[src/sram_bist_cfg.svh]
`ifndef SRAM_BIST_CFG_SVH
`define SRAM_BIST_CFG_SVH

// ==========================================================================
// SRAM geometry
// ==========================================================================

// flat address = {word, part}
// part codes at and above APARTS are unused
`define BIST_ABITS      2  // part field width
`define BIST_APARTS     3  // valid parts per word
`define BIST_DEPTH      8  // words
`define BIST_ADDR_WIDTH 5  // word bits + part bits
`define BIST_DATA_WIDTH 8  // bits per part

// highest valid flat address
`define BIST_MAX_ADDR (((`BIST_DEPTH - 1) << `BIST_ABITS) + `BIST_APARTS - 1)

`endif

[src/bist_pkg.sv]
`default_nettype none

`include "sram_bist_cfg.svh"

package bist_pkg;

  typedef enum logic [1:0] {
    BIST_INIT = 2'd0,
    BIST_BUSY = 2'd1,
    BIST_PASS = 2'd2,
    BIST_FAIL = 2'd3
  } bist_state_e;

  typedef enum logic [1:0] {
    PAT_P = 2'd0,  // checkerboard
    PAT_N = 2'd1,  // inverted checkerboard
    PAT_0 = 2'd2,
    PAT_1 = 2'd3
  } pat_sel_e;

  typedef enum logic {
    DN = 1'b0,
    UP = 1'b1
  } dir_e;

  // flat view for the bus, split view for part skipping and word parity
  typedef union packed {
    logic [`BIST_ADDR_WIDTH-1:0] flat;
    struct packed {
      logic [`BIST_ADDR_WIDTH-`BIST_ABITS-1:0] word;
      logic [`BIST_ABITS-1:0]                  part;
    } f;
  } mem_addr_u;

endpackage

`default_nettype wire

[src/march_if.sv]
`timescale 1ns/1ns
`default_nettype none

interface march_if;

  logic                start;     // load sweep start value
  bist_pkg::dir_e      dir;
  logic                step_adv;  // last sub-access at this address
  logic                acc_en;
  logic                acc_we;
  bist_pkg::pat_sel_e  pat_sel;
  bist_pkg::mem_addr_u addr;
  logic                last;      // addr at end of sweep
  logic                cmp_valid;
  logic                cmp_ok;

  modport seq (
    output start, dir, step_adv, acc_en, acc_we, pat_sel,
    input  last, cmp_valid, cmp_ok
  );

  modport agen (
    input  start, dir, step_adv,
    output addr, last
  );

  modport dp (
    input  acc_en, acc_we, pat_sel, addr,
    output cmp_valid, cmp_ok
  );

endinterface

`default_nettype wire

[src/march_sequencer.sv]
`timescale 1ns/1ns
`default_nettype none

module march_sequencer (
  input  wire                   clk,
  input  wire                   nrst,
  input  wire                   run,
  output logic                  bist_run,
  output bist_pkg::bist_state_e state,
  march_if.seq                  mif
);

  typedef enum logic [3:0] {
    ST_IDLE,
    ST_WAIT,
    ST_UP_WP,
    ST_DN_RP_WN,
    ST_UP_RN_WP_RP_RP_WN,
    ST_DN_RN_WP,
    ST_UP_RP_WN_RN_RN_WP,
    ST_UP_RP,
    ST_UP_W0,
    ST_UP_R0_W1,
    ST_DN_R1_W0,
    ST_UP_R0,
    ST_FINISH
  } step_e;

  logic       run_meta;
  step_e      step;
  step_e      step_nxt;
  logic [2:0] sub;
  logic [2:0] sub_max;  // accesses per address - 1
  logic       sub_done;
  logic       fail;

  function automatic bist_pkg::dir_e step_dir(input step_e s);
    case (s)
      ST_DN_RP_WN, ST_DN_RN_WP, ST_DN_R1_W0: step_dir = bist_pkg::DN;
      default:                               step_dir = bist_pkg::UP;
    endcase
  endfunction

  // ==========================================================================
  // access decode per element and sub-step
  // ==========================================================================

  always_comb begin
    mif.acc_we  = 1'b0;
    mif.pat_sel = bist_pkg::PAT_P;
    sub_max     = 3'd0;
    case (step)
      ST_UP_WP: begin
        mif.acc_we = 1'b1;
      end
      ST_DN_RP_WN: begin
        sub_max     = 3'd1;
        mif.acc_we  = sub[0];
        mif.pat_sel = sub[0] ? bist_pkg::PAT_N : bist_pkg::PAT_P;
      end
      ST_UP_RN_WP_RP_RP_WN: begin
        sub_max     = 3'd4;
        mif.acc_we  = (sub == 3'd1) || (sub == 3'd4);
        mif.pat_sel = ((sub == 3'd0) || (sub == 3'd4)) ? bist_pkg::PAT_N : bist_pkg::PAT_P;
      end
      ST_DN_RN_WP: begin
        sub_max     = 3'd1;
        mif.acc_we  = sub[0];
        mif.pat_sel = sub[0] ? bist_pkg::PAT_P : bist_pkg::PAT_N;
      end
      ST_UP_RP_WN_RN_RN_WP: begin
        sub_max     = 3'd4;
        mif.acc_we  = (sub == 3'd1) || (sub == 3'd4);
        mif.pat_sel = ((sub == 3'd0) || (sub == 3'd4)) ? bist_pkg::PAT_P : bist_pkg::PAT_N;
      end
      ST_UP_W0: begin
        mif.acc_we  = 1'b1;
        mif.pat_sel = bist_pkg::PAT_0;
      end
      ST_UP_R0_W1: begin
        sub_max     = 3'd1;
        mif.acc_we  = sub[0];
        mif.pat_sel = sub[0] ? bist_pkg::PAT_1 : bist_pkg::PAT_0;
      end
      ST_DN_R1_W0: begin
        sub_max     = 3'd1;
        mif.acc_we  = sub[0];
        mif.pat_sel = sub[0] ? bist_pkg::PAT_0 : bist_pkg::PAT_1;
      end
      ST_UP_R0: begin
        mif.pat_sel = bist_pkg::PAT_0;
      end
      default: begin
        mif.acc_we = 1'b0;  // ST_UP_RP and idle states read or do nothing
      end
    endcase
  end

  assign mif.acc_en   = (step >= ST_UP_WP) && (step <= ST_UP_R0);
  assign sub_done     = (sub == sub_max);
  assign mif.step_adv = mif.acc_en && sub_done;
  assign step_nxt     = step_e'(step + 4'd1);
  assign fail         = mif.cmp_valid && !mif.cmp_ok && (state == bist_pkg::BIST_BUSY);

  // address restart lands on the same edge as the first access of an element
  assign mif.start = ((step == ST_WAIT) && bist_run) ||
                     (mif.step_adv && mif.last && (step != ST_UP_R0));
  assign mif.dir   = step_dir(step_nxt);

  // ==========================================================================
  // element walk
  // ==========================================================================

  always_ff @(posedge clk) begin
    if (!nrst) begin
      run_meta <= 1'b0;
      bist_run <= 1'b0;
      step     <= ST_IDLE;
      sub      <= 3'd0;
      state    <= bist_pkg::BIST_INIT;
    end else begin
      run_meta <= run;  // two-flop sync
      bist_run <= run_meta;
      case (step)
        ST_IDLE: begin
          if (!bist_run) begin
            state <= bist_pkg::BIST_INIT;
            step  <= ST_WAIT;
          end
        end
        ST_WAIT: begin
          if (bist_run) begin
            state <= bist_pkg::BIST_BUSY;
            step  <= step_nxt;
            sub   <= 3'd0;
          end
        end
        ST_FINISH: begin  // final compare lands here
          step <= ST_IDLE;
          if (mif.cmp_ok) begin
            state <= bist_pkg::BIST_PASS;
          end
        end
        default: begin
          if (sub_done) begin
            sub <= 3'd0;
            if (mif.last) begin
              step <= step_nxt;
            end
          end else begin
            sub <= sub + 3'd1;
          end
        end
      endcase
      if (fail) begin  // abort
        state <= bist_pkg::BIST_FAIL;
        step  <= ST_IDLE;
        sub   <= 3'd0;
      end
    end
  end

endmodule

`default_nettype wire

[src/march_addr_gen.sv]
`timescale 1ns/1ns
`default_nettype none

`include "sram_bist_cfg.svh"

module march_addr_gen (
  input wire    clk,
  input wire    nrst,
  march_if.agen mif
);

  localparam logic [`BIST_ABITS-1:0]      PART_TOP = `BIST_ABITS'(`BIST_APARTS - 1);
  localparam logic [`BIST_ADDR_WIDTH-1:0] ADDR_TOP = `BIST_ADDR_WIDTH'(`BIST_MAX_ADDR);

  bist_pkg::dir_e      dir_q;
  bist_pkg::mem_addr_u addr_nxt;

  // step through valid parts only, carry into word
  always_comb begin
    addr_nxt = mif.addr;
    if (dir_q == bist_pkg::UP) begin
      if (mif.addr.f.part >= PART_TOP) begin
        addr_nxt.f.word = mif.addr.f.word + 1'b1;
        addr_nxt.f.part = '0;
      end else begin
        addr_nxt.f.part = mif.addr.f.part + 1'b1;
      end
    end else begin
      if (mif.addr.f.part == '0) begin
        addr_nxt.f.word = mif.addr.f.word - 1'b1;
        addr_nxt.f.part = PART_TOP;
      end else begin
        addr_nxt.f.part = mif.addr.f.part - 1'b1;
      end
    end
  end

  assign mif.last = (dir_q == bist_pkg::UP) ? (mif.addr.flat == ADDR_TOP)
                                            : (mif.addr.flat == '0);

  always_ff @(posedge clk) begin
    if (!nrst) begin
      mif.addr <= '0;
      dir_q    <= bist_pkg::UP;
    end else if (mif.start) begin
      mif.addr.flat <= (mif.dir == bist_pkg::UP) ? '0 : ADDR_TOP;
      dir_q         <= mif.dir;
    end else if (mif.step_adv && !mif.last) begin
      mif.addr <= addr_nxt;  // holds at end of sweep
    end
  end

endmodule

`default_nettype wire

[src/march_datapath.sv]
`timescale 1ns/1ns
`default_nettype none

`include "sram_bist_cfg.svh"

module march_datapath (
  input  wire                         clk,
  input  wire                         nrst,
  march_if.dp                         mif,
  output logic [`BIST_DATA_WIDTH-1:0] wdata,
  input  wire  [`BIST_DATA_WIDTH-1:0] rdata,
  output logic                        ce,
  output logic                        we,
  output logic                        oe
);

  localparam logic [`BIST_DATA_WIDTH-1:0] CHK = {`BIST_DATA_WIDTH/2{2'b10}};

  logic [`BIST_DATA_WIDTH-1:0] pattern;
  logic [`BIST_DATA_WIDTH-1:0] exp_q;    // expected data of last read
  logic                        valid_q;
  logic                        odd_word;

  assign ce       = mif.acc_en;
  assign we       = mif.acc_we;
  assign oe       = ce & ~we;
  assign odd_word = mif.addr.f.word[0];

  // ==========================================================================
  // pattern generation
  // ==========================================================================

  always_comb begin
    case (mif.pat_sel)
      bist_pkg::PAT_P: pattern = odd_word ? ~CHK : CHK;
      bist_pkg::PAT_N: pattern = odd_word ? CHK : ~CHK;
      bist_pkg::PAT_0: pattern = '0;
      default:         pattern = '1;
    endcase
  end

  assign wdata = pattern;

  // ==========================================================================
  // read compare one cycle after the access
  // ==========================================================================

  always_ff @(posedge clk) begin
    if (!nrst) begin
      valid_q <= 1'b0;
    end else begin
      valid_q <= oe;
    end
  end

  always_ff @(posedge clk) begin
    exp_q <= pattern;
  end

  assign mif.cmp_valid = valid_q;
  assign mif.cmp_ok    = (rdata == exp_q);

endmodule

`default_nettype wire

[src/sram_bist_top.sv]
`timescale 1ns/1ns
`default_nettype none

`include "sram_bist_cfg.svh"

module sram_bist_top (
  input  wire                         clk,
  input  wire                         nrst,
  input  wire                         run,
  output logic                        bist_run,
  output bist_pkg::bist_state_e       bist_state,
  output logic                        ce,
  output logic                        we,
  output logic                        oe,
  output logic [`BIST_ADDR_WIDTH-1:0] addr,
  output logic [`BIST_DATA_WIDTH-1:0] wdata,
  input  wire  [`BIST_DATA_WIDTH-1:0] rdata
);

  march_if mif ();

  march_sequencer u_seq (
    .clk      (clk),
    .nrst     (nrst),
    .run      (run),
    .bist_run (bist_run),
    .state    (bist_state),
    .mif      (mif.seq)
  );

  march_addr_gen u_agen (
    .clk  (clk),
    .nrst (nrst),
    .mif  (mif.agen)
  );

  march_datapath u_dp (
    .clk   (clk),
    .nrst  (nrst),
    .mif   (mif.dp),
    .wdata (wdata),
    .rdata (rdata),
    .ce    (ce),
    .we    (we),
    .oe    (oe)
  );

  assign addr = mif.addr.flat;

endmodule

`default_nettype wire

[config.mk]
export PLATFORM = sky130hd
export DESIGN_NAME = sram_bist_top
export DESIGN_NICKNAME = d
export VERILOG_FILES = /design/src/bist_pkg.sv /design/src/march_if.sv /design/src/march_sequencer.sv /design/src/march_addr_gen.sv /design/src/march_datapath.sv /design/src/sram_bist_top.sv
export VERILOG_INCLUDE_DIRS = /design/src
export SDC_FILE = /design/constraint.sdc
export NUM_CORES = 1
export LEC_CHECK = 0
export BUFFER_PORTS_ARGS = -buffer_cell sky130_fd_sc_hd__buf_4
export CAP_MARGIN = 10
export CORE_MARGIN = 10
export CORE_UTILIZATION = 57
export CTS_BUF_LIST = sky130_fd_sc_hd__clkbuf_4 sky130_fd_sc_hd__clkbuf_8
export DETAILED_ROUTE_END_ITERATION = 8
export GPL_ROUTABILITY_DRIVEN = 0
export GPL_TIMING_DRIVEN = 0
export HOLD_SLACK_MARGIN = 0.03
export PLACE_DENSITY = 0.91
export SKIP_LAST_GASP = 1
export SYNTH_ARGS = -nofsm -noshare
export SYNTH_HDL_FRONTEND = slang
export SYNTH_SLANG_ARGS = --single-unit
export TNS_END_PERCENT = 5
[constraint.sdc]
create_clock -name clk -period 4.1 [get_ports clk]
set_clock_uncertainty 0.1 [all_clocks]
set_input_delay 0 -clock clk [delete_from_list [all_inputs] [get_ports clk]]
set_output_delay 0 -clock clk [all_outputs]
set_load 0.02 [all_outputs]
# Yosys cells after proc, flatten, opt, wreduce, memory -nomap -nowiden
# Cells that the tools add are included.
# totals
inputBits	11
out_inout_bits	19
wordCells	121
regBits	26
# op_classes
magnitude_cmp	3
eq_ne	29
n_reduce_logical	34
muxes	35
bitwise_logic	4
add_sub_neg	6
# ops
cell	n
$eq 4x4->1 const B	6
$pmux 8 s3	1
$mux 5	4
$eq 4x3->1 const B	4
$mux 4	4
$mux 8	2
$pmux 2 s7	1
$eq 4x2->1 const B	3
$mux 2	6
$mux 3	4
$pmux 3 s2	2
$pmux 4 s3	1
$reduce_bool 4->1	3
$reduce_or 2->1	5
$eq 8x8->1	1
$logic_and 1x1->1	8
$mux 1	8
$reduce_and 4->1	2
$add 3x1->3 const B	2
$ne 3x1->1 const B	2
$ne 3x3->1 const B	2
$pmux 2 s3	1
$eq 5x5->1 const B	1
$logic_not 5->1	1
other kinds (30)	37

# Logic depth before layout (Yosys ltp)
# logic_depth
depth_word	10
mapped_depth	12
depth_no_buf	11

# Modules after synthesis
# Synthesis repeated with hierarchy kept, for this count alone.
# hier_totals
hier_cells	200
area_unflattened_um2	1731.7
# modules_own_cells
module	cells_each	instances	seq_area_each_um2	area_per_inst_um2
march_sequencer	128	1	220.2	1048.5
march_addr_gen	46	1	120.1	461.7
march_datapath	26	1	60.1	221.5

# Least setup slack after synthesis
# No wires, ideal clock.
# synth_path
path_kind	register to register
startpoint	reg u_seq.step[1]
endpoint	reg u_seq.step[2]
path_slack_ns	1.160
setup_time_ns	0.070
synth_period_minus_slack_ns	2.940
t_arrival_ns	2.770
stages_incl_launch_ff	13
t_required_ns	3.930
path_buffers	1
cell_sequence	dfxtp_1 > inv_1 > ha_1 > clkbuf_1 > inv_1 > a221oi_1 > ha_1 > nor2_1 > nand4b_2 > a21boi_4 > o22ai_2 > or4b_1 > a21oi_1
# synth_via
elab_chain_len	6
elab_cells_between_ends	23
classes_between	add/sub (1); eq/ne (11); mux (5); reduce/logical (6)
# synth_rtl
element	line	text
from (decl)	march_sequencer.sv:30	step_e step;
from (signal assigned)	march_sequencer.sv:134	step <= step_nxt;
from (signal assigned)	march_sequencer.sv:148	step <= step_nxt;
$eq 4x2->1, or another cell as far along	march_sequencer.sv:52	case (step)
$reduce_or 4->1 (no line) / $reduce_or 2->1 (equally long branches)	-	
$pmux 3 s2	march_sequencer.sv:52	
$eq 3x3->1	march_sequencer.sv:100	assign sub_done = (sub == sub_max);
$reduce_bool 4->1 (no line)	-	
$reduce_and 4->1 (no line)	-	
# Several ways; a longest one is shown, not always the timed one. The select of a mux whose other input is x is not followed.
# A chain may end at the register's enable or synchronous reset.

# Worst setup path in the final report
# Same ends and word-level chain as after synthesis.

==> flow_summary_export.csv <==
group,metric,value,unit
grt,grt_util_all_layers,15.2,%
synthesis,synth-xor-area-share,4.58,%
timing,drv_slew,0,
power,power_frac_clock,20.1,%
setup_path,cp_max_fo,10,
synthesis,synth_top_family_by_area,"simple AND/OR/NAND/NOR gates",
worst_hold_path,hold_class,"input port to flip-flop",
synthesis,ys_seq_elements,20,
synthesis,ys_seq_area_share,26.1,%
synthesis,synth.area.mux_share,5.88,%
grt,grt_max_degree,13,
clock_network,cts_buffer_depth,2,
final_layout,fillCellCount,204,
power,seqPwrFrac,29.7,%
final_layout,regArea,400,sq um
drt,dr.pass1.iters,4,
placement,placed_area,1790,sq um
synthesis,syn_inst,187,
floorplan,dieArea,5160,sq um
final_layout,fin_area,1870,sq um
placement,dp.cells,246,
synthesis,synthArstFlopShare,0,%
timing,fmax,0.293,GHz
floorplan,start_util,60.7,%
drt,drc,0,
clock_network,cts_tree,"yes",
floorplan,rows,18,
power,leakage,0.000839,uW
power,intPower,490,uW
power,vdd_drop_max,0.292,mV
synthesis,synthAdderAreaFrac,12.7,%
timing,rsz0062_at_grt,"no",
final_layout,instances_no_fill,253,
synthesis,yosysUniqueCellTypes,46,
final_layout,drive_gt1_share,21.1,%
placement,port_buffers,29,
power,power.share.switching,41.5,%
timing,max_slew_margin,47.0,%
synthesis,ys.flop_type,"dfxtp_1",
timing,post-route-period-util,83.3,%
setup_path,reg2reg_depth,12,
placement,place_ws,816,ps
clock_network,cts_setup_buffers,0,
timing,hold_viol,0,
drt,viasPerCell,5.95,
timing,fin_tns_setup,0,ps
synthesis,syn_area,1530,sq um
placement,hpwlAfterDp,2.94,mm
clock_network,cts_sinks,20,
grt,antenna_found_initial,0,
setup_path,crit_required,4260,ps
clock_network,cts_resized,0,
grt,grt_pass1_wl,6.70,mm
synthesis,synth_edf_count,0,
synthesis,syn_avg_cell_area,8.19,sq um
setup_path,endpoint_kind,"flip-flop",
drt,avgRoutedWirePerCell,15.3,um
floorplan,pin_count,30,
final_layout,fin_util,74.1,%
drt,via_count,1506,
final_layout,layout.nets,250,
drt,ant_nets,0,
clock_network,clk_pin_slew,130,ps
timing,fin_ws,686,ps
timing,post-route-min-period,3410,ps
clock_network,h-tree-depth,1,
job,max_cap_viol_count,0,
final_layout,antenna_cells,0,
worst_hold_path,hold_depth,5,
floorplan,core_area,2520,sq um
synthesis,yosys_warnings,0,
setup_path,crit_type,"flip-flop to flip-flop",
timing,worst_pin_slew,788,ps
power,p_per_area,448,nW/um^2
status,status,"completed",
clock_network,cts_buffers,3,
grt,overflow,0,
synthesis,synth_compound_area_share,20.3,%
timing,setup_viol,0,
synthesis,yosys.area_share.simple,22.9,%
floorplan,dieHeight,71.8,um
drt,dr.first_iter.drc_count,58,
final_layout,synthToLayoutAreaGrowth,22.1,%
setup_path,arrival,3570,ps
clock_network,clock_latency,320,ps
synthesis,syn_nets,213,
drt,wl,3.87,mm
grt,grt_pass1_vias,1473,
power,p_sw,347,uW
setup_path,worst_setup_path_start_kind,"flip-flop",
floorplan,die_w,71.8,um
power,comb_power_share,50.2,%
clock_network,ctsRootBufferMaster,"clkbuf_4",
final_layout,multi_input_area,1020,sq um
[sequential cells by signal, indices dropped and copies added, names as in the netlist]
register and count:
u_seq.state 2, u_dp.mif.cmp_valid 1, u_seq.sub 3, u_seq.bist_run 1, u_agen.dir_q 1, u_agen.mif.addr 5
u_dp.exp_q 2, u_seq.step 4, u_seq.run_meta 1
[cell usage after synthesis, types with 2 or more instances]
master	count	area [sq um]
nor4_1	2	12.5
o22ai_1	3	18.8
nand2b_1	2	12.5
inv_1	10	37.5
a21oi_1	14	70.1
dfxtp_1	20	400
nor2_1	18	67.6
mux2i_1	9	90.1
and4_1	3	26.3
o21ai_1	3	15.0
clkbuf_1	3	11.3
nand2_1	14	52.6
o31ai_1	2	15.0
nor2b_1	3	18.8
a211oi_1	2	15.0
buf_4	6	45.0
o21ai_0	7	35.0
nand3_1	6	30.0
and2_1	2	12.5
xor2_1	5	43.8
a31oi_1	3	18.8
buf_2	2	10.0
xnor2_1	3	26.3
nor3_1	4	20.0
a21boi_0	2	15.0
o21bai_1	2	15.0
or3_1	5	31.3
ha_1	14	175
[per-layer routing]
metal | GRT usage (%) | wire, um
met5 | 0 | 0
met4 | 5.59 | 89
met3 | 4.27 | 326
met2 | 25.8 | 1800
met1 | 17.7 | 1650
[final timing paths]
path	startpoint	end	slack, ps
worst max-delay path	u_seq.step[1]	u_seq.step[2]	690
worst min-delay path	rdata[5]	u_seq.state[1]	70
worst max register to register	u_seq.step[1]	u_seq.step[2]	690
worst min register to register	u_seq.run_meta	u_seq.bist_run	360
[kinds of logic (layout without fill, tap and decap cells)]
family / count (synthesis) / count (layout)
fa+ha+maj: 15 / 15
xor+xnor: 8 / 8
buf+inv: 22 / 58
flops: 20 / 20
simple gates: 66 / 66
mux: 9 / 9
compound gates: 47 / 47
[timing repair]
item / CTS / global route
hold buffers: 3 / 0
endpoints found under the setup margin: 0 / 0
endpoints found under the hold margin: 10 / 0
[worst max-delay path: stages (launching register included)]
cell and delay [ps]:
dfxtp_1 410, inv_1 150, ha_1 200, clkbuf_1 350, inv_1 110, a221oi_1 410, ha_1 310, nor2_1 110
nand4b_2 180, a21boi_4 250, o22ai_2 160, or4b_1 480, a21oi_1 130
[layout make-up]
cell class | count | area share [%]
well taps | 30 | 2.01
multi-input cells | 145 | 54.4
clock buffers | 3 | 1.20
inverters | 10 | 2.01
repair buffers | 32 | 13.3
clock inverters | 1 | 1.61
plain buffers | 12 | 4.15
flip-flops and latches | 20 | 21.4
[through the flow]
stage                     hold slack [ps]  total power, uW
final                                71.8              838
after global routing                  103              901
after global placement                108              655
after floorplan                      20.5              547
after CTS                            82.9              833
after detailed placement              111              665
[layout by cell type (no fill, tap or decap), types with 2 or more instances in the layout]
master,instances
a211oi_1,2
nand2b_1,2
dlygate4sd3_1,3
o21bai_1,2
o21ai_0,7
nor4_1,2
nand2_1,14
mux2i_1,9
o22ai_1,3
nor2_1,18
and2_1,2
nand3_1,6
nor3_1,4
a31oi_1,3
ha_1,14
o31ai_1,2
a21oi_1,14
clkbuf_4,3
a21boi_0,2
buf_4,35
o21ai_1,3
and4_1,3
clkbuf_1,3
buf_2,2
xor2_1,5
dfxtp_1,20
inv_1,10
or3_1,5
nor2b_1,3
xnor2_1,3
[power groups by stage]
| stage | combinational, uW | sequential, uW | clock (uW) |
|---|---|---|---|
| final | 420 | 249 | 168 |
| after global routing | 471 | 254 | 176 |
| after CTS | 417 | 249 | 167 |
| after detailed placement | 411 | 253 | 0 |
| after global placement | 402 | 252 | 0 |
| after floorplan | 292 | 255 | 0 |
Note: power is estimated with default switching activity, not from simulation.
